**src/lbfgs_pkg.sv**
```systemverilog
package lbfgs_pkg;

    ////////////////////////////////////////
    // sizes and fixed-point constants
    ////////////////////////////////////////
    localparam int num_elements = 4;
    localparam int frac_bits = 16;
    localparam int max_iter = 32;
    localparam int iter_w = 6;

    // signed Q16.16
    typedef logic signed [31:0] fix_t;

    localparam fix_t fix_one = fix_t'(1 << frac_bits);
    // 2^-10 on the change of f
    localparam fix_t eps_f = fix_t'(1 << (frac_bits - 10));
    // 2^-8 on each gradient component
    localparam fix_t eps_g = fix_t'(1 << (frac_bits - 8));
    localparam fix_t alpha_min = fix_t'(1 << (frac_bits - 12));

    ////////////////////////////////////////
    // shared types
    ////////////////////////////////////////
    typedef fix_t [num_elements-1:0] vec_t;
    typedef logic [1:0] elem_idx_t;
    typedef logic [iter_w-1:0] iter_t;

    typedef struct packed {
        fix_t weight;
        fix_t mean;
    } cfg_t;

    typedef struct packed {
        vec_t  x;
        fix_t  f;
        iter_t iter;
        logic  converged;
    } result_t;

    typedef enum logic {op_axpy, op_dot} vec_op_t;

    typedef enum logic [2:0] {
        st_idle, st_grad0, st_search, st_judge, st_next, st_done
    } ctrl_state_t;

    // full product and an arithmetic shift back to Q16.16
    function automatic fix_t fix_mul(input fix_t a, input fix_t b);
        logic signed [63:0] prod;
        prod = longint'(a) * longint'(b);
        return fix_t'(prod >>> frac_bits);
    endfunction

endpackage

```
**src/line_search.sv**
```systemverilog
module line_search (
    input  logic             clk,
    input  logic             rst_LBFGS,
    input  logic             start,
    input  lbfgs_pkg::fix_t  phi0,
    input  lbfgs_pkg::fix_t  slope,
    input  logic             f_done,
    input  lbfgs_pkg::fix_t  f_val,
    input  logic             axpy_done,
    output logic             f_req,
    output logic             axpy_req,
    output lbfgs_pkg::fix_t  alpha,
    output logic             done,
    output logic             stall
);

    typedef enum logic [1:0] {ls_idle, ls_axpy, ls_eval} ls_state_t;

    ls_state_t       state;
    lbfgs_pkg::fix_t phi0_q;
    lbfgs_pkg::fix_t slope_q;
    lbfgs_pkg::fix_t alpha_half;
    lbfgs_pkg::fix_t bound;
    logic            accept;

    assign alpha_half = alpha >>> 1;
    // sufficient decrease, c = 1/4
    assign bound  = phi0_q + (lbfgs_pkg::fix_mul(alpha, slope_q) >>> 2);
    assign accept = (f_val <= bound);

    always_ff @(posedge clk) begin
        if (!rst_LBFGS) begin
            state    <= ls_idle;
            f_req    <= 1'b0;
            axpy_req <= 1'b0;
            done     <= 1'b0;
        end else begin
            f_req    <= 1'b0;
            axpy_req <= 1'b0;
            done     <= 1'b0;
            case (state)
                ls_idle: begin
                    if (start) begin
                        phi0_q   <= phi0;
                        slope_q  <= slope;
                        alpha    <= lbfgs_pkg::fix_one;
                        axpy_req <= 1'b1;
                        state    <= ls_axpy;
                    end
                end
                ls_axpy: begin
                    // trial point ready, now phi(alpha)
                    if (axpy_done) begin
                        f_req <= 1'b1;
                        state <= ls_eval;
                    end
                end
                ls_eval: begin
                    if (f_done) begin
                        if (accept) begin
                            done  <= 1'b1;
                            stall <= 1'b0;
                            state <= ls_idle;
                        end else if (alpha_half < lbfgs_pkg::alpha_min) begin
                            done  <= 1'b1;
                            stall <= 1'b1;
                            state <= ls_idle;
                        end else begin
                            alpha    <= alpha_half;
                            axpy_req <= 1'b1;
                            state    <= ls_axpy;
                        end
                    end
                end
                default: begin
                    state <= ls_idle;
                end
            endcase
        end
    end

endmodule

```
**config.mk**
```make
export PLATFORM = sky130hd
export DESIGN_NAME = line_search
export DESIGN_NICKNAME = d
export VERILOG_FILES = /design/src/lbfgs_pkg.sv /design/src/line_search.sv
export SDC_FILE = /design/constraint.sdc
export NUM_CORES = 2
export LEC_CHECK = 0
export ABC_AREA = 1
export BUFFER_PORTS_ARGS = -buffer_cell sky130_fd_sc_hd__clkbuf_2
export CORE_ASPECT_RATIO = 0.75
export CORE_MARGIN = 1.5
export CORE_UTILIZATION = 60
export DETAILED_ROUTE_END_ITERATION = 10
export GPL_ROUTABILITY_DRIVEN = 0
export PLACE_DENSITY = 0.75
export SLEW_MARGIN = 20
export SYNTH_ARGS = -nofsm -noshare
export SYNTH_HDL_FRONTEND = slang
export SYNTH_SLANG_ARGS = --single-unit
```
**constraint.sdc**
```tcl
create_clock -name clk -period 15.6 [get_ports clk]
set_input_delay 0.78 -clock clk [delete_from_list [all_inputs] [get_ports clk]]
set_output_delay 0.78 -clock clk [all_outputs]
set_load 0.01 [all_outputs]
```
After elaboration in Yosys (flattened, before gate mapping)
Index checks and enable logic that the tools add are counted.
{ "totals": {"wordCells": 51, "regBits": 102} }
{ "op_classes": {"n_mux": 20, "reduce_logical": 10, "eq_ne": 7, "n_bitwise": 1, "n_addsub": 1, "multipliers": 1, "n_lt_le_gt_ge": 2} }
{ "ops": {"columns": ["cell", "count"], "rows": [
  ["2-to-1 mux 31 bit", 3],
  ["one-hot mux 32 bit (2 select lines)", 1],
  ["multiplier 32 x 32 -> 48 bit", 1],
  ["adder 32 x 30 -> 32 bit", 1],
  ["<= comparator 32 bit", 1],
  ["2-to-1 mux 32 bit", 1],
  ["< comparator 31 x 6 -> 1 bit, second input constant", 1],
  ["2-to-1 mux 1 bit", 10],
  ["inequality test 2 bit, second input constant", 5],
  ["AND reduction 3 bit", 3],
  ["AND reduction 4 bit", 2],
  ["2-to-1 mux 2 bit", 3],
  ["one-hot mux 2 bit (3 select lines)", 1],
  ["AND reduction 6 bit", 1],
  ["nonzero test 2 bit", 2],
  ["equality test 2 x 1 -> 1 bit, second input constant", 1],
  ["equality test 2 bit, second input constant", 1],
  ["logical NOT 2 bit", 1],
  ["one-hot mux 1 bit (2 select lines)", 1],
  ["AND reduction 2 bit", 1],
  ["inverter 1 bit", 1]
]} }

Longest topological paths before layout
{ "depth": {"ltp_word": 6, "mapped_depth": 53, "mapped_depth_nobuf": 51} }

Worst setup path after synthesis
No wires, ideal clock.
{ "synth_timing": {"path_kind": "register -> register", "startpoint": "register alpha[15]", "endpoint": "register alpha[0] (enable)", "setup_slack_ps": 5812, "t_required_ps": 15210, "synth_period_minus_slack_ps": 9788, "arrival_ps": 9397, "path_stages_with_launch": 49, "setup_ps": 390, "path_cell_list": "edfxtp_1 > clkbuf_1 > clkbuf_1 > nand2_1 > fa_1 > fa_1 > inv_1 > fa_1 > inv_1 > fa_1 > inv_1 > fa_1 > fa_1 > fa_1 > inv_1 > fa_1 > inv_1 > ha_1 > [13 not listed] > inv_1 > nor2_1 > and3_1 > nand2_1 > nand2_1 > nand3b_1 > nand2_1 > ha_1 > nand2_1 > nor2_1 > nand4_1 > nor2_1 > nand2_1 > nand3_1 > nand4_1 > nand2_1 > nand2_1 > nor2_1"} }
{ "synth_via": {"elab_chain_len": 5, "word_cells_on_any_way": 7, "cone_classes": "add/sub: 1; mul: 1; order compare: 2; eq/ne: 2; reduce/logical: 1"} }
{ "synth_lines": {"columns": ["item", "line_no", "rtl"], "rows": [
  ["from (decl)", "line_search.sv:12", "output lbfgs_pkg::fix_t alpha,"],
  ["from (signal assigned)", "line_search.sv:46", "alpha <= lbfgs_pkg::fix_one;"],
  ["from (signal assigned)", "line_search.sv:69", "alpha <= alpha_half;"],
  ["multiplier 32 x 32 -> 48 bit", "lbfgs_pkg.sv:49", "prod = longint'(a) * longint'(b);"],
  ["adder 32 x 30 -> 32 bit", "line_search.sv:28", "assign bound = phi0_q + (lbfgs_pkg::fix_mul(alpha, slope_q) >>> 2);"],
  ["<= comparator 32 bit", "line_search.sv:29", "assign accept = (f_val <= bound);"],
  ["inequality test 2 bit (no line)", null, null],
  ["AND reduction 6 bit (no line) *", null, null]
]} }
Every way passes the cells marked *; elsewhere a longest branch is shown, timed or not.
A chain may end at the register's enable or synchronous reset.

Worst setup path after layout
{ "layout_timing": {"startpoint": "register alpha[11]", "endpoint": "register alpha[10] (enable)"} }
The elaborated chain is that of the path after synthesis.

==> flow_metrics.env <==
export IMPL_final_antenna_net_count=0
export IMPL_slew_limit_headroom_pct=28.07
export IMPL_routed_via_density=5.426
export IMPL_fin_ws_ns=3.964
export IMPL_cpPeakStageDelay_ns=0.79
export IMPL_crit_path_top_delay_cell="edfxtp_1"
export IMPL_cp_num_buf_inv=9
export IMPL_port_buffers=121
export IMPL_drc=0
export IMPL_crit_arrival_ns=11.70
export IMPL_maxCapViolations=0
export IMPL_fin_area_sq_um=26270
export IMPL_routed_wl_microns=66210
export IMPL_ys_types=43
export IMPL_gr_total_overflow=0
export IMPL_synth_edf_count=82
export IMPL_dp_cells=3724
export IMPL_num_fill_cells=3516
export IMPL_htree_levels=3
export IMPL_core_area_sq_um=41000
export IMPL_crit_fanout=20
export IMPL_tightest_slew_ns=1.079
export IMPL_async_flop_share_pct=0
export IMPL_cts_root_buf="clkbuf_16"
export IMPL_rsz0062_at_grt="no"
export IMPL_areaGrowthSynthToFinish_pct=4.918
export IMPL_clock_path_buffers=2
export IMPL_grt_antenna_before_repair=0
export IMPL_outcome="finished, final reports clean"
export IMPL_cts_tree="built"
export IMPL_max_freq_mhz=85.94
export IMPL_syn_area_sq_um=25040
export IMPL_path_clk_slew_ns=0.08
export IMPL_yosysWarnings=0
export IMPL_finalNetCount=4035
export IMPL_fin_skew_ns=0.01502
export IMPL_slew_viol_final=0
export IMPL_layout_drive_gt1_share_pct=5.411
export IMPL_cts_setup_buffers=0
export IMPL_grt_use_total_pct=32.27
export IMPL_die_area_sq_um=42970
export IMPL_dieWidth_microns=238.9
export IMPL_final_setup_viol_count=0
export IMPL_clkLatencyLatePin_ns=0.38
export IMPL_syn_area_per_cell_sq_um=7.945
export IMPL_diodes=0
export IMPL_holdBufCountCts=0
export IMPL_rows=64
export IMPL_dieHeight_microns=179.9
export IMPL_drt_iter0_markers=1955
export IMPL_multi_input_area_sq_um=18580
export IMPL_firstDrtPassIters=7
export IMPL_postPlaceCellArea_sq_um=25950
export IMPL_final_seq_area_sq_um=2562
export IMPL_ios=137
export IMPL_vias=20295
export IMPL_cts_resized=0
export IMPL_worstSetupPathType="reg -> reg"
export IMPL_layout_cells_non_filler=3740
export IMPL_yosysSeqAreaShare_pct=10.24
export IMPL_hp_class="reg -> reg"
export IMPL_synth_cells=3151
export IMPL_grt_pass1_vias=20739
export IMPL_cp_start_kind="flop"
export IMPL_grt_pass1_wl_microns=107900
export IMPL_ys_ff_latch=87
export IMPL_initial_core_util_pct=61.06
export IMPL_pre_cts_ws_ns=4.453
export IMPL_end_kind="flop"
export IMPL_fin_crit_ns=11.64
export IMPL_post_route_period_util_pct=74.59
export IMPL_dp_hpwl_microns=54460
export IMPL_critical_path_top_delay_family="adder cells"
export IMPL_critical_path_required_ns=15.66
export IMPL_wire_per_inst_microns=17.70
export IMPL_cts_buffers=9
export IMPL_hold_violations=0
export IMPL_grt_max_degree=39
export IMPL_tns_ns=0
export IMPL_synth_main_ff_cell="edfxtp_1"
export IMPL_cts_sinks=87
[worst reg2reg max path: cells and delay by family (launching register included)]
family / cells / cell delay [ns]
AO/OA/AOI/OAI: 6 / 1.66
flip-flops: 1 / 0.79
buffers and inverters: 9 / 1.11
adder cells (fa/ha/maj): 11 / 5.08
XOR/XNOR: 1 / 0.23
AND/OR/NAND/NOR: 19 / 2.45
[state kept, by name, summed over array words and instances (netlist names)]
register / cells
alpha: 17
axpy_req: 1
done: 1
f_req: 1
phi0_q: 32
slope_q: 32
stall: 1
state: 2
[per-layer routing]
metal,up-vias,wire (microns),share of wire [%],GRT usage (%)
met3,135,6837,10,6.880
li1,9246,-,-,-
met5,-,0,0,0
met2,1034,29840,45,50.42
met4,0,1867,2.8,8.608
met1,9880,27660,42,45.68
[layout make-up]
class                           instances  area share (%)
Clock inverter                          6          0.2334
Inverter                              895           12.79
Clock buffer                           10          0.9527
Tap cell                              561           2.672
Sequential cell                        87           9.756
Timing Repair Buffer                  141           2.877
Multi-Input combinational cell       2040           70.72
[per-stage QoR]
stage	hold WS [ns]	utilization, %
finish	0.5177	64.07
global route	0.5422	64.07
CTS	0.5217	64.07
detailed placement	0.5071	63.31
global placement	0.4882	63.31
floorplan	0.4577	-
[kinds of logic after synthesis]
family	after synthesis	share of synthesized area [%]
other	1	0.01498
AO/OA/AOI/OAI	234	5.343
flip-flops	87	10.24
buffers and inverters	1038	15.81
adder cells (fa/ha/maj)	760	51.39
AND/OR/NAND/NOR	973	15.18
XOR/XNOR	58	2.029
[cells in the mapped netlist (19+ instances only)]
library cell	count	area, sq um
nand2_1	766	2875
xnor2_1	30	262.8
o21ai_0	50	250.2
clkbuf_1	125	469.2
nand3_1	30	150.1
nor2_1	130	488.0
xor2_1	28	245.2
ha_1	313	3916
a21oi_1	117	585.6
edfxtp_1	82	2462
inv_1	894	3356
fa_1	447	8949
nand4_1	19	118.9
[layout by cell type, fill, tap and decap left out, types with 2 or more instances in the layout]
cell,n
a21boi_0,2
a21boi_2,3
a21o_1,12
a21oi_1,117
a31oi_1,14
and3_1,3
buf_4,20
clkbuf_16,10
clkbuf_2,121
conb_1,15
dfxtp_1,5
edfxtp_1,82
fa_1,447
ha_1,313
inv_1,894
inv_6,2
nand2_1,766
nand3_1,30
nand3b_1,3
nand4_1,19
nor2_1,129
nor3_1,14
nor4_1,4
o2111ai_1,2
o21a_1,8
o21ai_0,50
o21ai_1,7
o21ai_2,5
o21bai_1,3
o21bai_2,2
o221ai_1,3
o31ai_1,2
xnor2_1,30
xor2_1,28
[path summary, 6_finish.rpt]
| check | from | endpoint | slack, ns | cells after the start |
|---|---|---|---|---|
| setup / recovery | alpha[11]$_SDFFCE_PN0P_ | alpha[10]$_SDFFCE_PN0P_ | 3.96 | 46 |
| hold / removal | state[0]$_SDFFE_PN0P_ | f_req$_SDFF_PN0_ | 0.52 | 2 |
| setup reg to reg | alpha[11]$_SDFFCE_PN0P_ | alpha[10]$_SDFFCE_PN0P_ | 3.96 | 46 |
| hold reg to reg | state[0]$_SDFFE_PN0P_ | f_req$_SDFF_PN0_ | 0.52 | 2 |
Power is not shown: default switching activity piles up to over one toggle a cycle in this logic, so the estimate is an artifact.
