File: config.mk
export PLATFORM = sky130hd
export DESIGN_NAME = vector_unit
export DESIGN_NICKNAME = d
export VERILOG_FILES = /design/src/lbfgs_pkg.sv /design/src/vector_unit.sv
export SDC_FILE = /design/constraint.sdc
export NUM_CORES = 2
export LEC_CHECK = 0
export ABC_AREA = 1
export BUFFER_PORTS_ARGS = -buffer_cell sky130_fd_sc_hd__buf_4
export CAP_MARGIN = 20
export CORE_ASPECT_RATIO = 0.75
export CORE_MARGIN = 3
export CORE_UTILIZATION = 50
export CTS_CLUSTER_DIAMETER = 40
export CTS_CLUSTER_SIZE = 30
export DETAILED_ROUTE_END_ITERATION = 12
export PLACE_DENSITY = 0.69
export REMOVE_ABC_BUFFERS = 1
export SETUP_SLACK_MARGIN = 0.02
export SYNTH_ARGS = -nofsm -noshare
export SYNTH_HDL_FRONTEND = slang
export SYNTH_SLANG_ARGS = --single-unit
export TNS_END_PERCENT = 30
File: constraint.sdc
create_clock -name clk -period 10.4 [get_ports clk]
set_input_delay 0 -clock clk [delete_from_list [all_inputs] [get_ports clk]]
set_output_delay 0 -clock clk [all_outputs]
set_load 0.02 [all_outputs]
File: src/lbfgs_pkg.sv
package lbfgs_pkg;

    ////////////////////////////////////////
    // sizes and fixed-point constants
    ////////////////////////////////////////
    localparam int num_elements = 4;
    localparam int frac_bits = 16;
    localparam int max_iter = 32;
    localparam int iter_w = 6;

    // signed Q16.16
    typedef logic signed [31:0] fix_t;

    localparam fix_t fix_one = fix_t'(1 << frac_bits);
    // 2^-10 on the change of f
    localparam fix_t eps_f = fix_t'(1 << (frac_bits - 10));
    // 2^-8 on each gradient component
    localparam fix_t eps_g = fix_t'(1 << (frac_bits - 8));
    localparam fix_t alpha_min = fix_t'(1 << (frac_bits - 12));

    ////////////////////////////////////////
    // shared types
    ////////////////////////////////////////
    typedef fix_t [num_elements-1:0] vec_t;
    typedef logic [1:0] elem_idx_t;
    typedef logic [iter_w-1:0] iter_t;

    typedef struct packed {
        fix_t weight;
        fix_t mean;
    } cfg_t;

    typedef struct packed {
        vec_t  x;
        fix_t  f;
        iter_t iter;
        logic  converged;
    } result_t;

    typedef enum logic {op_axpy, op_dot} vec_op_t;

    typedef enum logic [2:0] {
        st_idle, st_grad0, st_search, st_judge, st_next, st_done
    } ctrl_state_t;

    // full product and an arithmetic shift back to Q16.16
    function automatic fix_t fix_mul(input fix_t a, input fix_t b);
        logic signed [63:0] prod;
        prod = longint'(a) * longint'(b);
        return fix_t'(prod >>> frac_bits);
    endfunction

endpackage

File: src/vector_unit.sv
module vector_unit (
    input  logic                clk,
    input  logic                rst_LBFGS,
    input  logic                start,
    input  lbfgs_pkg::vec_op_t  op,
    input  lbfgs_pkg::vec_t     a,
    input  lbfgs_pkg::vec_t     b,
    input  lbfgs_pkg::fix_t     scale,
    output logic                done,
    output lbfgs_pkg::vec_t     vec_out,
    output lbfgs_pkg::fix_t     dot_out
);

    lbfgs_pkg::vec_op_t   op_q;
    lbfgs_pkg::vec_t      a_q;
    lbfgs_pkg::vec_t      b_q;
    lbfgs_pkg::fix_t      scale_q;
    lbfgs_pkg::elem_idx_t idx;
    logic                 busy;
    logic                 last_lane;
    lbfgs_pkg::fix_t      prod;

    assign last_lane = (idx == lbfgs_pkg::elem_idx_t'(lbfgs_pkg::num_elements - 1));

    // one shared multiplier for both ops
    assign prod = lbfgs_pkg::fix_mul((op_q == lbfgs_pkg::op_axpy) ? scale_q : a_q[idx],
                                     b_q[idx]);

    always_ff @(posedge clk) begin
        if (!rst_LBFGS) begin
            busy <= 1'b0;
            done <= 1'b0;
            idx  <= '0;
        end else begin
            done <= 1'b0;
            if (start) begin
                op_q    <= op;
                a_q     <= a;
                b_q     <= b;
                scale_q <= scale;
                idx     <= '0;
                busy    <= 1'b1;
                if (op == lbfgs_pkg::op_dot) begin
                    dot_out <= '0;
                end
            end else if (busy) begin
                idx <= idx + lbfgs_pkg::elem_idx_t'(1);
                if (op_q == lbfgs_pkg::op_axpy) begin
                    vec_out[idx] <= a_q[idx] + prod;
                end else begin
                    dot_out <= dot_out + prod;
                end
                if (last_lane) begin
                    busy <= 1'b0;
                    done <= 1'b1;
                end
            end
        end
    end

endmodule

### After elaboration in Yosys (flattened, before gate mapping)

Cells that the tools add are included.

| word-level totals | value |
|---|---|
| bits of input ports | 292 |
| flip-flop bits (word level) | 453 |
| output and inout bits | 161 |
| word-level logic and storage cells | 54 |

| cells by class | value |
|---|---|
| eq/ne operators | 2 |
| order comparisons | 2 |
| bitwise gates (word level) | 4 |
| add/subtract/negate cells | 3 |
| multiply operators | 1 |
| multiplexer cells | 16 |
| reduce and logical (&&, ||, !) cells | 8 |

Operators by type and width:

| kind | count |
|---|---|
| 32-bit two-way mux | 8 |
| 32-bit binary-select mux with 2-bit select | 2 |
| 128-bit bitwise mux | 1 |
| 32-bit adder | 2 |
| 32-bit demux with 2-bit select | 1 |
| 32-bit by 32-bit multiplier with 48-bit output | 1 |
| 4-bit AND reduction | 2 |
| 1-bit two-way mux | 4 |
| 1-bit NOT | 4 |
| 2-bit nonzero test | 2 |
| 2-bit by 3-bit less-than comparator with 1-bit output (second input constant) | 1 |
| 3-bit OR reduction | 1 |
| 2-bit by 1-bit adder with 2-bit output (second input constant) | 1 |
| 2-bit equality test (second input constant) | 1 |
| 2-bit by 1-bit greater-or-equal comparator with 1-bit output (second input constant) | 1 |
| 2-bit by 1-bit inequality test with 1-bit output (second input constant) | 1 |
| 2-bit AND reduction | 1 |
| 2-bit OR reduction | 1 |
| 1-bit logical AND | 1 |

### Longest topological paths before layout

| depth | value |
|---|---|
| word-level depth | 8 |
| mapped depth | 53 |
| mapped depth without buffers | 48 |

### Worst setup path after synthesis

Ideal clock, no wire load.

| timing path | value |
|---|---|
| path type | reg-to-reg |
| start point | register idx[0] |
| end point | register vec_out[127] (netlist bit), data pin |
| clock period less this slack | 9.545 ns |
| setup slack | 0.855 ns |
| cell stages (with the launch flop) | 46 |
| setup time | 0.265 ns |
| path buffers | 5 |
| data required time | 10.135 ns |
| data arrival time | 9.280 ns |
| path through | dfxtp_1 > inv_2 > buf_6 > buf_4 > buf_4 > buf_2 > nand2_1 > a32oi_1 > clkinv_1 > clkbuf_1 > nor2_1 > fa_1 > fa_1 > fa_1 > inv_1 > fa_1 > inv_1 > fa_1 > [10 not listed] > nor2_1 > o31ai_2 > a21oi_1 > inv_1 > nand2_1 > nand2_1 > nand2_1 > nand2_1 > xor2_1 > ha_1 > nand2_1 > nor4_1 > nand2_1 > o211ai_1 > a21oi_1 > xnor2_1 > nand3b_1 > nand2_1 |

| between the ends | value |
|---|---|
| cells in the longest elaborated chain, start to end | 6 |
| elaborated cells on any way between the ends | 13 |
| classes of those cells | add/sub (1); mul (1); order compare (2); mux (8); reduce/logical (1) |

Ends and longest elaborated chain:

| item | line | source |
|---|---|---|
| start: declaration | vector_unit.sv:18 | `lbfgs_pkg::elem_idx_t idx;` |
| start signal: assignment | vector_unit.sv:47 | `idx <= idx + lbfgs_pkg::elem_idx_t'(1);` |
| 32-bit binary-select mux with 2-bit select | vector_unit.sv:26, vector_unit.sv:49 |  |
| 32-bit two-way mux (implied by the code) | vector_unit.sv:26, vector_unit.sv:49 |  |
| 32-bit two-way mux | vector_unit.sv:26 | `assign prod = lbfgs_pkg::fix_mul((op_q == lbfgs_pkg::op_axpy) ? scale_q : a_q[idx],` |
| 32-bit by 32-bit multiplier with 48-bit output | lbfgs_pkg.sv:49 | `prod = longint'(a) * longint'(b);` |
| 32-bit adder | vector_unit.sv:49 | `vec_out[idx] <= a_q[idx] + prod;` |
| 128-bit bitwise mux * | vector_unit.sv:49 |  |
| end signal: indexed assignment | vector_unit.sv:49 |  |
| end: declaration | vector_unit.sv:10 | `output lbfgs_pkg::vec_t vec_out,` |

Every way passes the cells marked *; elsewhere a longest branch is shown, timed or not. The select of a mux whose other input is x is not followed.
A chain may end at the register's enable or synchronous reset.

### Worst setup path in the final report

| timing path | value |
|---|---|
| start point | register idx[0] |
| end point | register dot_out[31], data pin |

| between the ends | value |
|---|---|
| cells in the longest elaborated chain, start to end | 8 |
| elaborated cells on any way between the ends | 10 |
| classes of those cells | add/sub (1); mul (1); mux (8) |

Ends and longest elaborated chain:

| item | line | source |
|---|---|---|
| 32-bit binary-select mux with 2-bit select | vector_unit.sv:26 |  |
| 32-bit two-way mux (implied by the code) | vector_unit.sv:26 |  |
| 32-bit two-way mux | vector_unit.sv:26 |  |
| 32-bit by 32-bit multiplier with 48-bit output * | lbfgs_pkg.sv:49 |  |
| 32-bit adder * | vector_unit.sv:51 | `dot_out <= dot_out + prod;` |
| 32-bit two-way mux * | vector_unit.sv:48 | `if (op_q == lbfgs_pkg::op_axpy) begin` |
| 32-bit two-way mux * | vector_unit.sv:46 | `end else if (busy) begin` |
| 32-bit two-way mux * | vector_unit.sv:36 | `if (start) begin` |
| end signal: assignment | vector_unit.sv:51 |  |
| end: declaration | vector_unit.sv:11 | `output lbfgs_pkg::fix_t dot_out` |

Marked as above.

==> flow_metrics.tcl <==
set metrics [dict create \
    status "complete, no violations" \
    root_buffer "clkbuf_16" \
    vias 39300 \
    setup_viol 0 \
    drt.antenna.violating_nets 0 \
    synthAdderAreaFrac 0.409 \
    required_ps 10800 \
    synth-seq-cells 453 \
    startpoint_type "flip-flop" \
    arrival_ps 10580 \
    worst-setup-path-type "flip-flop to flip-flop" \
    netlist.top_cell.by_area "fa_1" \
    fin_area_sq_um 60900 \
    final_layout_size_suffix_gt1_frac 0.178 \
    die_w_um 365 \
    clkSinkCount 453 \
    routed_wl_mm 164 \
    yosysTopAreaCellShare 0.348 \
    die-area_sq_um 100000 \
    numCtsBuffers 54 \
    antenna_found_initial 14 \
    initial_utilization 0.506 \
    cts_tree "yes" \
    final_nets 7370 \
    cp_slowest_cell "fa_1" \
    maxCapViolations 0 \
    drt_first_pass_iters 7 \
    yosysMostFrequentCell "inv_1" \
    die_h_um 275 \
    period_needed_ps 10180 \
    synthSimpleGateAreaFrac 0.146 \
    hp-class "input pin to flip-flop" \
    htreeDepth 2 \
    rsz0062_at_grt "yes" \
    cts.path.max_buffers 3 \
    ioPinCount 453 \
    hold_viol 0 \
    viasPerCell 5.37 \
    grt_pass1_wl_mm 245 \
    synth_mux_area_frac 0 \
    synth_common_cells "inv_1 (1049), nand2_1 (909), fa_1 (840)" \
    max_freq_mhz 98.2 \
    synth_xor_area_frac 0.0125 \
    dp_hpwl_mm 131 \
    area_delta_synth_final_pct 26.1 \
    place_congestion 0.983 \
    core_sq_um 95500 \
    fill_cells 7569 \
    timing.critical_path.mode_cell "fa_1" \
    ys_seq_area_frac 0.281 \
    path_max_fanout 22 \
    min_period_over_period 0.979 \
    slowest_delay_ps 650 \
    drt_iter0_drc 3730 \
    num_rows 98 \
    wl_per_cell_um 22.4 \
    placed_area_sq_um 55300 \
    grt_pass1_vias 40200 \
    worst_slew_pin_slew_ps 953 \
    ys_top_cells_by_area "fa_1 (35%), edfxtp_1 (28%), inv_1 (8.1%)" \
    synth_edf_count 449 \
    maxSlewHeadroom 0.365 \
    grt_use_total 0.329 \
    synthArstFlopShare 0 \
    drc 0 \
    synth_top_family_by_area "adder cells" \
    grt_max_degree 159 \
    avgSynthCellArea_sq_um 9.57 \
    yosys_warnings 0 \
    synth_flop_cell "edfxtp_1" \
    clk_pin_slew_ps 80 \
    finClkSkew_ps 92.6 \
    syn_inst 5050 \
    synth.distinct_cells 53 \
    clk_latency_ps 660 \
    maxSlewViolCount 0 \
    crit_path_end_kind "flip-flop" \
    synth-compound-area-share 0.0514 \
    syn_area_sq_um 48300 \
    grt_remaining_overflow 0 \
    port_buffers 452 \
]
worst max-delay path: cells and delay by family (launching register included):
kind	cells	cell delay, ps
AND/OR/NAND/NOR	13	1990
buffers and inverters	8	1410
flip-flops	1	420
AO/OA/AOI/OAI	4	860
adder cells (fa/ha/maj)	10	4860
XOR/XNOR	2	320
metal layers:
metal	wire (um)	share of wire	GRT usage
met3	18400	0.11	0.0874
met5	13	0.000079	0
met2	73800	0.45	0.509
met1	66100	0.40	0.460
met4	5500	0.034	0.0946
worst paths after layout:
path	start	endpoint	slack, ps	cells after the start
max reg2reg	idx[0]	dot_out[31]	220	37
min	b[84]	b_q[84]	50	2
min reg2reg	busy	done	540	2
max	idx[0]	dot_out[31]	220	37
flip-flops by register name (all words and copies together) (netlist names):
name and cells:
done 1, scale_q 32, a_q 128, b_q 128, vec_out 128, dot_out 32
op_q 1, idx 2, busy 1
metrics by stage:
stage	utilization	hold slack, ps	TNS [ps]	worst slack (ps)	std cells
after floorplan	-	98.9	-378960	-3110	4866
after global placement	0.579	178	-1520	-818	6875
after detailed placement	0.579	179	-3340	-721	6875
after CTS	0.630	31.9	0	25.8	7271
after global routing	0.638	47.8	-298	-45.1	7301
final	0.638	46.0	0	221	7304
final cells by class:
| type | count | area [sq um] | area share |
|---|---|---|---|
| timing repair buffer | 1079 | 9420 | 0.155 |
| antenna | 8 | 20.0 | 0.000329 |
| inverter | 1071 | 4100 | 0.0672 |
| clock buffer | 56 | 1360 | 0.0223 |
| multi-input combinational | 3342 | 30400 | 0.499 |
| tap | 1250 | 1560 | 0.0257 |
| clock inverter | 45 | 517 | 0.00848 |
| sequential | 453 | 13600 | 0.223 |
logic make-up (layout without fill, tap and decap cells):
logic type	Yosys count	after routing
flops	453	453
other cells	0	8
buf+inv	1255	2251
xor+xnor	69	69
simple gates	1779	1779
compound gates	417	417
fa+ha+maj	1077	1077
cell usage in the layout, fill, tap and decap left out, types with 9 or more instances in the layout:
cell type	count
buf_4	735
clkbuf_16	56
nand2_1	898
dlygate4sd3_1	292
o21ai_0	99
clkinvlp_4	21
inv_2	19
inv_6	11
nand2_2	23
xor2_1	41
o21a_1	15
or2_2	38
o21ai_2	10
xnor2_1	19
fa_1	837
buf_12	39
a32oi_2	12
nand4_1	20
nor3_1	9
inv_1	1025
ha_1	231
a31oi_1	20
nand3_1	105
a32o_1	9
o21ai_1	10
clkinv_1	13
nor2_2	14
edfxtp_1	449
nor2_1	651
a21oi_1	179
repair_timing:
action / CTS / global route
gates resized for setup: 10 / 119
pin swaps: 0 / 16
hold buffers: 292 / 0
setup endpoints to repair: 55 / 96
setup buffers: 3 / 23
cloned: 0 / 2
hold endpoints to repair: 301 / 0
Power is left out: the tool's default activity adds up to more than one toggle a clock period on the data nets, which glitch-free logic cannot reach.
