===== src/lbfgs_pkg.sv =====
package lbfgs_pkg;

    ////////////////////////////////////////
    // sizes and fixed-point constants
    ////////////////////////////////////////
    localparam int num_elements = 4;
    localparam int frac_bits = 16;
    localparam int max_iter = 32;
    localparam int iter_w = 6;

    // signed Q16.16
    typedef logic signed [31:0] fix_t;

    localparam fix_t fix_one = fix_t'(1 << frac_bits);
    // 2^-10 on the change of f
    localparam fix_t eps_f = fix_t'(1 << (frac_bits - 10));
    // 2^-8 on each gradient component
    localparam fix_t eps_g = fix_t'(1 << (frac_bits - 8));
    localparam fix_t alpha_min = fix_t'(1 << (frac_bits - 12));

    ////////////////////////////////////////
    // shared types
    ////////////////////////////////////////
    typedef fix_t [num_elements-1:0] vec_t;
    typedef logic [1:0] elem_idx_t;
    typedef logic [iter_w-1:0] iter_t;

    typedef struct packed {
        fix_t weight;
        fix_t mean;
    } cfg_t;

    typedef struct packed {
        vec_t  x;
        fix_t  f;
        iter_t iter;
        logic  converged;
    } result_t;

    typedef enum logic {op_axpy, op_dot} vec_op_t;

    typedef enum logic [2:0] {
        st_idle, st_grad0, st_search, st_judge, st_next, st_done
    } ctrl_state_t;

    // full product and an arithmetic shift back to Q16.16
    function automatic fix_t fix_mul(input fix_t a, input fix_t b);
        logic signed [63:0] prod;
        prod = longint'(a) * longint'(b);
        return fix_t'(prod >>> frac_bits);
    endfunction

endpackage


===== src/lbfgs_ctrl.sv =====
module lbfgs_ctrl (
    input  logic                clk,
    input  logic                rst_LBFGS,
    input  logic                in_valid,
    output logic                in_ready,
    input  lbfgs_pkg::vec_t     in_x,
    output logic                res_valid,
    input  logic                res_ready,
    output lbfgs_pkg::result_t  res,
    output lbfgs_pkg::vec_t     obj_x,
    output logic                f_start,
    output logic                g_start,
    input  logic                f_done,
    input  lbfgs_pkg::fix_t     f_val,
    input  logic                grad_valid,
    input  logic                grad_last,
    input  lbfgs_pkg::fix_t     grad_val,
    output logic                vu_start,
    output lbfgs_pkg::vec_op_t  vu_op,
    output lbfgs_pkg::vec_t     vu_a,
    output lbfgs_pkg::vec_t     vu_b,
    output lbfgs_pkg::fix_t     vu_scale,
    input  logic                vu_done,
    input  lbfgs_pkg::vec_t     vu_vec,
    input  lbfgs_pkg::fix_t     vu_dot,
    output logic                ls_start,
    output lbfgs_pkg::fix_t     ls_phi0,
    output lbfgs_pkg::fix_t     ls_slope,
    input  logic                ls_f_req,
    input  logic                ls_axpy_req,
    input  lbfgs_pkg::fix_t     ls_alpha,
    input  logic                ls_done,
    input  logic                ls_stall
);

    lbfgs_pkg::ctrl_state_t state;
    // search: 0 while g.d runs, 1 while the line search owns the units
    logic                   phase;
    logic                   own_f_start;
    logic                   own_vu_start;
    logic                   ls_owns;
    lbfgs_pkg::iter_t       iter;
    lbfgs_pkg::vec_t        x;
    lbfgs_pkg::vec_t        x_new;
    lbfgs_pkg::vec_t        g;
    lbfgs_pkg::vec_t        d;
    lbfgs_pkg::vec_t        grad_next;
    lbfgs_pkg::fix_t        f_cur;
    lbfgs_pkg::fix_t        f_new;
    lbfgs_pkg::fix_t        f_diff;
    logic                   f_small;
    logic                   grad_small;

    // steepest descent direction
    function automatic lbfgs_pkg::vec_t neg_vec(input lbfgs_pkg::vec_t v);
        lbfgs_pkg::vec_t r;
        for (int i = 0; i < lbfgs_pkg::num_elements; i++) begin
            r[i] = -v[i];
        end
        return r;
    endfunction

    assign in_ready  = (state == lbfgs_pkg::st_idle);
    assign res_valid = (state == lbfgs_pkg::st_done);

    ////////////////////////////////////////
    // unit sharing with the line search
    ////////////////////////////////////////
    assign ls_owns  = (state == lbfgs_pkg::st_search) && phase;
    assign f_start  = ls_owns ? ls_f_req : own_f_start;
    assign vu_start = ls_owns ? ls_axpy_req : own_vu_start;
    assign vu_op    = ls_owns ? lbfgs_pkg::op_axpy : lbfgs_pkg::op_dot;
    assign vu_a     = ls_owns ? x : g;
    assign vu_b     = d;
    assign vu_scale = ls_alpha;
    assign ls_phi0  = f_cur;
    // g.d, held by the vector unit until its next start
    assign ls_slope = vu_dot;

    // trial point while searching, accepted point while judging
    always_comb begin
        if (state == lbfgs_pkg::st_search) begin
            obj_x = vu_vec;
        end else if (state == lbfgs_pkg::st_judge) begin
            obj_x = x_new;
        end else begin
            obj_x = x;
        end
    end

    ////////////////////////////////////////
    // convergence tests
    ////////////////////////////////////////
    // element 0 arrives first and ends up in lane 0
    assign grad_next = {grad_val, g[lbfgs_pkg::num_elements-1:1]};
    assign f_diff    = f_new - f_cur;
    assign f_small   = (f_diff <= lbfgs_pkg::eps_f) && (f_diff >= -lbfgs_pkg::eps_f);

    always_comb begin
        lbfgs_pkg::fix_t gi;
        grad_small = 1'b1;
        for (int i = 0; i < lbfgs_pkg::num_elements; i++) begin
            gi = grad_next[i];
            if (gi > lbfgs_pkg::eps_g || gi < -lbfgs_pkg::eps_g) begin
                grad_small = 1'b0;
            end
        end
    end

    ////////////////////////////////////////
    // outer iteration
    ////////////////////////////////////////
    always_ff @(posedge clk) begin
        if (!rst_LBFGS) begin
            state        <= lbfgs_pkg::st_idle;
            phase        <= 1'b0;
            own_f_start  <= 1'b0;
            own_vu_start <= 1'b0;
            g_start      <= 1'b0;
            ls_start     <= 1'b0;
        end else begin
            own_f_start  <= 1'b0;
            own_vu_start <= 1'b0;
            g_start      <= 1'b0;
            ls_start     <= 1'b0;
            if (grad_valid) begin
                g <= grad_next;
            end
            case (state)
                lbfgs_pkg::st_idle: begin
                    if (in_valid) begin
                        x           <= in_x;
                        iter        <= lbfgs_pkg::iter_t'(1);
                        own_f_start <= 1'b1;
                        state       <= lbfgs_pkg::st_grad0;
                    end
                end
                lbfgs_pkg::st_grad0: begin
                    if (f_done) begin
                        f_cur   <= f_val;
                        g_start <= 1'b1;
                    end
                    if (grad_last) begin
                        d            <= neg_vec(grad_next);
                        phase        <= 1'b0;
                        own_vu_start <= 1'b1;
                        state        <= lbfgs_pkg::st_search;
                    end
                end
                lbfgs_pkg::st_search: begin
                    if (!phase && vu_done) begin
                        ls_start <= 1'b1;
                        phase    <= 1'b1;
                    end
                    if (phase && ls_done) begin
                        if (ls_stall) begin
                            res   <= '{x: x, f: f_cur, iter: iter, converged: 1'b0};
                            state <= lbfgs_pkg::st_done;
                        end else begin
                            x_new   <= vu_vec;
                            f_new   <= f_val;
                            g_start <= 1'b1;
                            state   <= lbfgs_pkg::st_judge;
                        end
                    end
                end
                lbfgs_pkg::st_judge: begin
                    if (grad_last) begin
                        if (f_small || grad_small) begin
                            res   <= '{x: x_new, f: f_new, iter: iter, converged: 1'b1};
                            state <= lbfgs_pkg::st_done;
                        end else if (iter == lbfgs_pkg::iter_t'(lbfgs_pkg::max_iter)) begin
                            res   <= '{x: x_new, f: f_new, iter: iter, converged: 1'b0};
                            state <= lbfgs_pkg::st_done;
                        end else begin
                            state <= lbfgs_pkg::st_next;
                        end
                    end
                end
                lbfgs_pkg::st_next: begin
                    // g already holds the gradient at x_new
                    x            <= x_new;
                    f_cur        <= f_new;
                    iter         <= iter + lbfgs_pkg::iter_t'(1);
                    d            <= neg_vec(g);
                    phase        <= 1'b0;
                    own_vu_start <= 1'b1;
                    state        <= lbfgs_pkg::st_search;
                end
                lbfgs_pkg::st_done: begin
                    if (res_ready) begin
                        state <= lbfgs_pkg::st_idle;
                    end
                end
                default: begin
                    state <= lbfgs_pkg::st_idle;
                end
            endcase
        end
    end

endmodule


===== config.mk =====
export PLATFORM = sky130hd
export DESIGN_NAME = lbfgs_ctrl
export DESIGN_NICKNAME = d
export VERILOG_FILES = /design/src/lbfgs_pkg.sv /design/src/lbfgs_ctrl.sv
export SDC_FILE = /design/constraint.sdc
export NUM_CORES = 1
export LEC_CHECK = 0
export BUFFER_PORTS_ARGS = -buffer_cell sky130_fd_sc_hd__buf_2
export CORE_AREA = 4 4 409 411
export CTS_BUF_LIST = sky130_fd_sc_hd__clkbuf_4 sky130_fd_sc_hd__clkbuf_8
export CTS_CLUSTER_SIZE = 16
export DETAILED_ROUTE_END_ITERATION = 10
export DIE_AREA = 0 0 413 415
export PLACE_DENSITY = 0.55
export SLEW_MARGIN = 25
export SYNTH_ARGS = -nofsm -noshare
export SYNTH_HDL_FRONTEND = slang
export SYNTH_SLANG_ARGS = --single-unit

===== constraint.sdc =====
create_clock -name clk -period 13.5 [get_ports clk]
set_input_delay 2.7 -clock clk [delete_from_list [all_inputs] [get_ports clk]]
set_output_delay 2.7 -clock clk [all_outputs]
set_load 0.01 [all_outputs]

Word-level counts from Yosys, hierarchy flattened
Cells that the tools add are included.
{"block": "totals", "in_bits": 396, "register_bits": 757}
{"block": "classes", "magnitude_cmp": 10, "addsub": 7, "bitwise_logic": 1, "n_reduce_logical": 25, "n_eq_ne": 15, "n_mux": 44}
{"cell": "$mux W167", "count": 5}
{"cell": "$mux W128", "count": 5}
{"cell": "$pmux W128 S2", "count": 2}
{"cell": "$pmux W167 S2", "count": 1}
{"cell": "$neg A32 Y32", "count": 5}
{"cell": "$gt A32 B10 Y1 const B", "count": 4}
{"cell": "$lt A32 B9 Y1 const B", "count": 4}
{"cell": "$pmux W32 S2", "count": 1}
{"cell": "$ge A32 B7 Y1 const B", "count": 1}
{"cell": "$le A32 B8 Y1 const B", "count": 1}
{"cell": "$mux W32", "count": 1}
{"cell": "$sub A32 B32 Y32", "count": 1}
{"cell": "$mux W3", "count": 6}
{"cell": "$pmux W3 S6", "count": 1}
{"cell": "$mux W1", "count": 17}
{"cell": "$pmux W6 S2", "count": 1}
{"cell": "$reduce_and A3 Y1", "count": 4}
{"cell": "$ne A2 B2 Y1 const B", "count": 5}
{"cell": "$add A6 B1 Y6 const B", "count": 1}
{"cell": "$eq A3 B2 Y1 const B", "count": 2}
{"cell": "$eq A3 B3 Y1 const B", "count": 2}
{"cell": "$eq A6 B6 Y1 const B", "count": 1}
{"cell": "$mux W6", "count": 1}
{"cell": "$ne A2 B1 Y1 const B", "count": 3}
{"cell": "15 further kinds", "count": 27}

Logic depth before layout (Yosys ltp)
Gate-level depths: netlist (run 1).
{"block": "depth", "depth_word": 10, "mapped_depth": 14, "depth_no_buf": 12}

Least setup slack after synthesis (run 1)
Ideal clock, no wire load.
{"block": "synth_path", "kind": "in2reg", "from": "in ls_stall", "to": "reg f_new[0], enable pin", "setup_time_ps": 880, "path_slack_ps": -1149, "arrival_time_ps": 13769, "cell_stages": 1, "required_time_ps": 12620, "path_buffers": 0, "path_cell_list": "nor3_1"}
{"block": "synth_between", "elab_chain_len": 2}
{"item": "from (decl)", "line_no": "lbfgs_ctrl.sv:33", "text": "input logic ls_stall"}
{"item": "$not A1 Y1 (no line)"}
{"item": "$reduce_and A4 Y1 (no line)"}
{"item": "to (signal assigned)", "line_no": "lbfgs_ctrl.sv:161", "text": "f_new <= f_val;"}
{"item": "to (decl)", "line_no": "lbfgs_ctrl.sv:49", "text": "lbfgs_pkg::fix_t f_new;"}
No other way between the ends.
A chain may end at the register's enable or synchronous reset.

==> results of run 1 <==
[flip-flops by register name (all words and copies together), names as in the netlist]
| register | cells |
|---|---|
| res | 167 |
| vu_b | 128 |
| state | 3 |
| g | 128 |
| own_vu_start | 1 |
| ls_phi0 | 32 |
| ls_start | 1 |
| g_start | 1 |
| iter | 6 |
| x | 128 |
| f_new | 32 |
| x_new | 128 |
| phase | 1 |
| own_f_start | 1 |
[cell type report]
cell class | instances | area share [%]
flip-flops and latches | 757 | 48.58
diodes | 20 | 0.1073
inverters | 55 | 0.4535
clock inverters | 69 | 1.068
well taps | 2189 | 5.874
repair buffers | 968 | 10.72
clock buffers | 187 | 4.956
multi-input cells | 2218 | 28.24
[per-stage QoR]
step,cell area [µm²],cells
after detailed placement,43750,6187
after CTS,46560,6443
final,46630,6463
after floorplan,37030,3241
after global routing,46580,6446
after global placement,43750,6187
[worst paths after layout]
check / end / start
min: ls_start / phase
max reg2reg: res[105] / ls_phi0[12]
max: obj_x[76] / state[0]
min reg2reg: ls_start / phase
[critical path, stage by stage (launching register included)]
cell     delay [ns]
dfxtp_1        0.75
nor2_1         0.21
nand2_4        0.52
buf_4          0.62
buf_4          0.70
mux2_2         0.45
buf_2          0.15
[power groups by stage]
stage / clock network (µW) / registers [µW] / logic (µW)
floorplan: 0 / 3040 / 810
CTS: 2370 / 3000 / 1500
global placement: 0 / 3040 / 1490
detailed placement: 0 / 3050 / 1500
finish: 2290 / 3000 / 1480
global route: 2480 / 3020 / 1590
[layer usage]
metal	global-route usage, %	part of all wire (%)	up-vias
met5	0	0	-
li1	-	-	13260
met3	8.067	10	198
met4	4.576	1.9	0
met2	31.49	47	1435
met1	24.88	41	14570
[cells in the final DEF (no fill, tap or decap), types with 10 or more instances in the layout]
cell type	count
clkbuf_8	145
a21o_1	11
buf_4	44
mux2_2	300
or3_1	27
edfxtp_1	749
a21oi_1	73
nand2_1	1067
inv_1	54
diode_2	20
clkbuf_4	42
xnor2_1	89
buf_2	921
xor2_1	75
nand3_1	18
nand2b_1	10
o21ai_1	14
nand4_1	38
nor2b_1	11
ha_1	38
or4_1	13
nor3_1	53
nor4_1	26
clkinv_2	13
nor2_1	125
clkinv_1	35
o21ai_0	93
[kinds of logic (layout without fill, tap and decap cells)]
group | count (synthesis) | count (layout) | share of synthesized area [%]
XOR/XNOR | 165 | 165 | 3.904
multiplexers | 301 | 301 | 9.154
flip-flops | 757 | 757 | 61.20
other | 0 | 20 | 0
AND/OR/NAND/NOR | 1458 | 1458 | 16.84
AO/OA/AOI/OAI | 256 | 256 | 4.107
buffers and inverters | 266 | 1279 | 3.519
adder cells (fa/ha/maj) | 38 | 38 | 1.284
==> results.json, run 1 <==
{
  "end_kind": "output pin",
  "fin_crit_ns": 7.148,
  "report.final.slew_viol_count": 0,
  "r2r_cells": 14,
  "syn_area_per_cell_um2": 11.42,
  "clk_latency_ns": 0.89,
  "power_frac_seq_pct": 44.3,
  "worstPathRequired_ns": 10.80,
  "final_core_util_pct": 28.42,
  "rsz0062_at_grt": "false",
  "wl_per_cell_um": 27.14,
  "pre_cts_slack_ns": 6.457,
  "maxCapViolations": 0,
  "vias": 29460,
  "powerDensity_mw_per_mm2": 145.1,
  "yosys.area.top_type": "edfxtp_1",
  "num_rows": 149,
  "hold_violations": 0,
  "first_pass_iters": 6,
  "synth_nets": 3675,
  "path_clk_slew_ns": 0.06,
  "ys_seq_area_share_pct": 61.20,
  "max_slew_margin_pct": 13.57,
  "ir_drop_mv": 0.09336,
  "hold_class": "flip-flop to flip-flop",
  "layout.area.seq_mm2": 0.02265,
  "synthTopCellsByCount": "nand2_1, edfxtp_1, mux2_2, clkbuf_1, nor2_1",
  "fmax_mhz": 139.9,
  "power_switching_share_pct": 31.70,
  "ios": 1050,
  "yosysMostFrequentCell": "nand2_1",
  "r2r_slack_ns": 8.30,
  "h-tree-depth": 4,
  "cp.arrival_ns": 4.45,
  "p_total_uw": 6764,
  "grt_pass1_vias": 28960,
  "fp.dieH_um": 415,
  "finClkSkew_ns": 0.04973,
  "cts_root_buffer": "clkbuf_8",
  "critPathLaunchType": "flip-flop",
  "post-route-period-util_pct": 52.95,
  "cp_max_fo": 59,
  "ys_async_sr_fraction_pct": 0,
  "drt-initial-drc-count": 2686,
  "antenna_found_initial": 28,
  "synthCells": 3241,
  "nFillCells": 17360,
  "fin_tns_setup_ns": 0,
  "fin_ws_ns": 6.352,
  "power.share.clock_pct": 33.9,
  "place.port_buffers": 921,
  "cts_num_sinks": 757,
  "areaGrowthSynthToFinish_pct": 25.97,
  "hold_buffers": 0,
  "numCtsBuffers": 141,
  "drive_gt1_share_pct": 36.20,
  "post-cts-setup-buffers": 0,
  "coreArea_mm2": 0.1641,
  "synth_cell_types": 83,
  "clock_path_buffers": 3,
  "setup_viol": 0,
  "ys_ff_latch": 757,
  "p_sw_uw": 2144,
  "place_congestion": 0.9049,
  "synth.area.top_cells": "edfxtp_1, nand2_1, mux2_2",
  "track_usage_pct": 19.73,
  "p_leak_uw": 0.01844,
  "synth_edf_count": 749,
  "combPwrFrac_pct": 21.8,
  "cts_tree": "yes",
  "whs_ns": 0.5024,
  "yosysWarnings": 0,
  "dieWidth_um": 413,
  "drc": 0,
  "drtAntennaViolNets": 0,
  "routed_wl_um": 175400,
  "nets": 4575,
  "p_int_uw": 4620,
  "grt-ovfl-total": 0,
  "ctsResizeCount": 0,
  "grt_max_degree": 141,
  "grt_first_pass_wirelength_um": 235900,
  "worst_slew_pin_slew_ns": 1.287,
  "synth_top_area_share_pct": 60.76,
  "initial_core_util_pct": 22.56,
  "dominantRegCellSynth": "edfxtp_1",
  "syn_area_mm2": 0.03702,
  "min_path_cells": 1,
  "vias_per_cell": 4.559,
  "multi_input_area_mm2": 0.01317,
  "status": "finished clean",
  "detailed_place_hpwl_um": 136700,
  "dieArea_mm2": 0.1714,
  "crit_type": "flip-flop to output pin"
}
Power figures use the tool's default switching activity.
==> run 2: changes to the inputs <==
--- a/config.mk
+++ b/config.mk
@@ -6,12 +6,12 @@
 export NUM_CORES = 1
 export LEC_CHECK = 0
 export BUFFER_PORTS_ARGS = -buffer_cell sky130_fd_sc_hd__buf_2
-export CORE_AREA = 4 4 409 411
+export CORE_AREA = 4 4 402 404
 export CTS_BUF_LIST = sky130_fd_sc_hd__clkbuf_4 sky130_fd_sc_hd__clkbuf_8
 export CTS_CLUSTER_SIZE = 16
 export DETAILED_ROUTE_END_ITERATION = 10
-export DIE_AREA = 0 0 413 415
-export PLACE_DENSITY = 0.55
+export DIE_AREA = 0 0 406 408
+export PLACE_DENSITY = 0.54
 export SLEW_MARGIN = 25
 export SYNTH_ARGS = -nofsm -noshare
 export SYNTH_HDL_FRONTEND = slang
==> constraint.sdc (replaced) <==
create_clock -name clk -period 7.3 [get_ports clk]
set_input_delay 1.46 -clock clk [delete_from_list [all_inputs] [get_ports clk]]
set_output_delay 1.46 -clock clk [all_outputs]
set_load 0.01 [all_outputs]
==> run 2 against run 1 <==
Against the previous run: first-iteration DRC count is 7.4% lower; clock skew grew 0.0069 ns; register-to-register slack lost 5.6 ns; sequential power up 85%; sequential share of layout area shrank 0.077 points; utilization rose by 1.2 points; critical path depth rose by 2; design area increased by 0.16%; die area shrank 3.4%; clock power increased by 98%; total power increased by 90%; hold slack got worse by 0.0051 ns; largest cell class unchanged.
==> results.json, run 2 (synthesized netlist as in run 1, its figures left out) <==
{
  "status": "finished clean",
  "regMostFlops": "res",
  "clock_path_buffers": 3,
  "end_kind": "output pin",
  "placed_cells": 6060,
  "track_usage_pct": 20.41,
  "maxCapViolations": 0,
  "drtAntennaViolNets": 0,
  "initial_core_util_pct": 23.45,
  "reg2reg_to": "res[106]",
  "post-route-period-util_pct": 78.69,
  "dieWidth_um": 406,
  "dieArea_mm2": 0.1656,
  "hold_class": "flip-flop to flip-flop",
  "r2r_slack_ns": 2.68,
  "layout.area.seq_mm2": 0.02265,
  "nFillCells": 16630,
  "areaGrowthSynthToFinish_pct": 26.17,
  "final_cell_mix": "nand2_1, buf_2, edfxtp_1",
  "report.final.slew_viol_count": 0,
  "p_total_uw": 12850,
  "nets": 4572,
  "first_pass_iters": 5,
  "grt_first_pass_wirelength_um": 237100,
  "grt_pass1_vias": 28970,
  "r2r-start": "f_new[12]",
  "place.port_buffers": 921,
  "antenna_found_initial": 28,
  "p_leak_uw": 0.01856,
  "post-cts-setup-buffers": 0,
  "ir_drop_mv": 0.1683,
  "ctsResizeCount": 0,
  "layout_commonest_cell": "nand2_1",
  "fmax_mhz": 174.1,
  "crit_type": "flip-flop to output pin",
  "powerDensity_mw_per_mm2": 275.1,
  "routed_wl_um": 175100,
  "largest_reg_flops": 167,
  "whs_ns": 0.4973,
  "max_slew_margin_pct": 18.30,
  "path_clk_slew_ns": 0.06,
  "cts_root_buffer": "clkbuf_8",
  "h-tree-depth": 4,
  "cts_num_sinks": 757,
  "cp.arrival_ns": 4.28,
  "drc": 0,
  "critPathLaunchType": "flip-flop",
  "layoutNonFillerInstCount": 6333,
  "multi_input_area_mm2": 0.01320,
  "worstPathRequired_ns": 5.84,
  "grt-ovfl-total": 0,
  "fin_crit_ns": 5.745,
  "hold_violations": 0,
  "cts_tree": "yes",
  "numCtsBuffers": 147,
  "num_rows": 146,
  "wl_per_cell_um": 27.64,
  "rsz0062_at_grt": "false",
  "r2r_cells": 12,
  "detailed_place_hpwl_um": 136200,
  "clk_latency_ns": 0.88,
  "hold_buffers": 0,
  "setup_viol": 0,
  "coreArea_mm2": 0.1578,
  "vias": 29340,
  "hp-start": "x_new[23]",
  "crit_start": "state[0]",
  "fp.dieH_um": 408,
  "vias_per_cell": 4.632,
  "drt-initial-drc-count": 2488,
  "cp_max_fo": 73,
  "grt_max_degree": 138,
  "ios": 1050,
  "worst_slew_pin_slew_ns": 1.217,
  "fin_tns_setup_ns": 0,
  "drive_gt1_share_pct": 36.39,
  "finClkSkew_ns": 0.05662,
  "critPathCapture": "vu_a[30]",
  "place_congestion": 0.9010
}
## run 2: worst min path at each step
stage / end / slack [ns] / cells after the start
after floorplan: g[8] / 0.42 / 0
after global placement: ls_start / 0.49 / 1
after detailed placement: ls_start / 0.49 / 1
after CTS: x[23] / 0.51 / 2
after global routing: ls_start / 0.52 / 1
final: x[23] / 0.50 / 2
## run 2: power breakdown
group / total [µW] / internal (µW) / switching [µW]
combinational: 2760 / 1030 / 1740
clock: 4530 / 2450 / 2080
sequential: 5550 / 5290 / 260
## run 2: critical path, cell delays in order (launching register included)
cell and delay (ns):
dfxtp_1 0.75, nor2_1 0.19, nand2_4 0.64, nor2_4 0.09, inv_6 0.48, buf_4 0.64, nand2_1 0.14, nand2_1 0.18
buf_2 0.17
## run 2: routing by layer
metal  part of all wire, %  up-vias  GRT usage, %
met5                 0.049        -             0
met4                   2.4       12         5.029
met3                    10      227         7.907
met2                    46     1324         32.69
met1                    41    14550         25.83
li1                      -    13220             -
## run 2: through the flow
stage / util, % / setup slack, ns / instance area, µm²
4_1_cts: 29.55 / 1.399 / 46640
3_3_place_gp: 27.62 / 1.979 / 43600
5_1_grt: 29.58 / 1.272 / 46690
2_1_floorplan: - / 0.4823 / 37050
6_report: 29.59 / 1.555 / 46700
3_5_place_dp: 27.64 / 2.034 / 43620
## run 2: area by class of cell
cell class                      count  share of cell area, %
Sequential cell                   757                  48.50
Multi-Input combinational cell   2218                  28.26
Timing Repair Buffer              959                  10.72
Tap cell                         2072                  5.551
Clock buffer                      187                  4.989
Clock inverter                     78                  1.487
Inverter                           55                 0.4528
Antenna cell                        7                0.03751
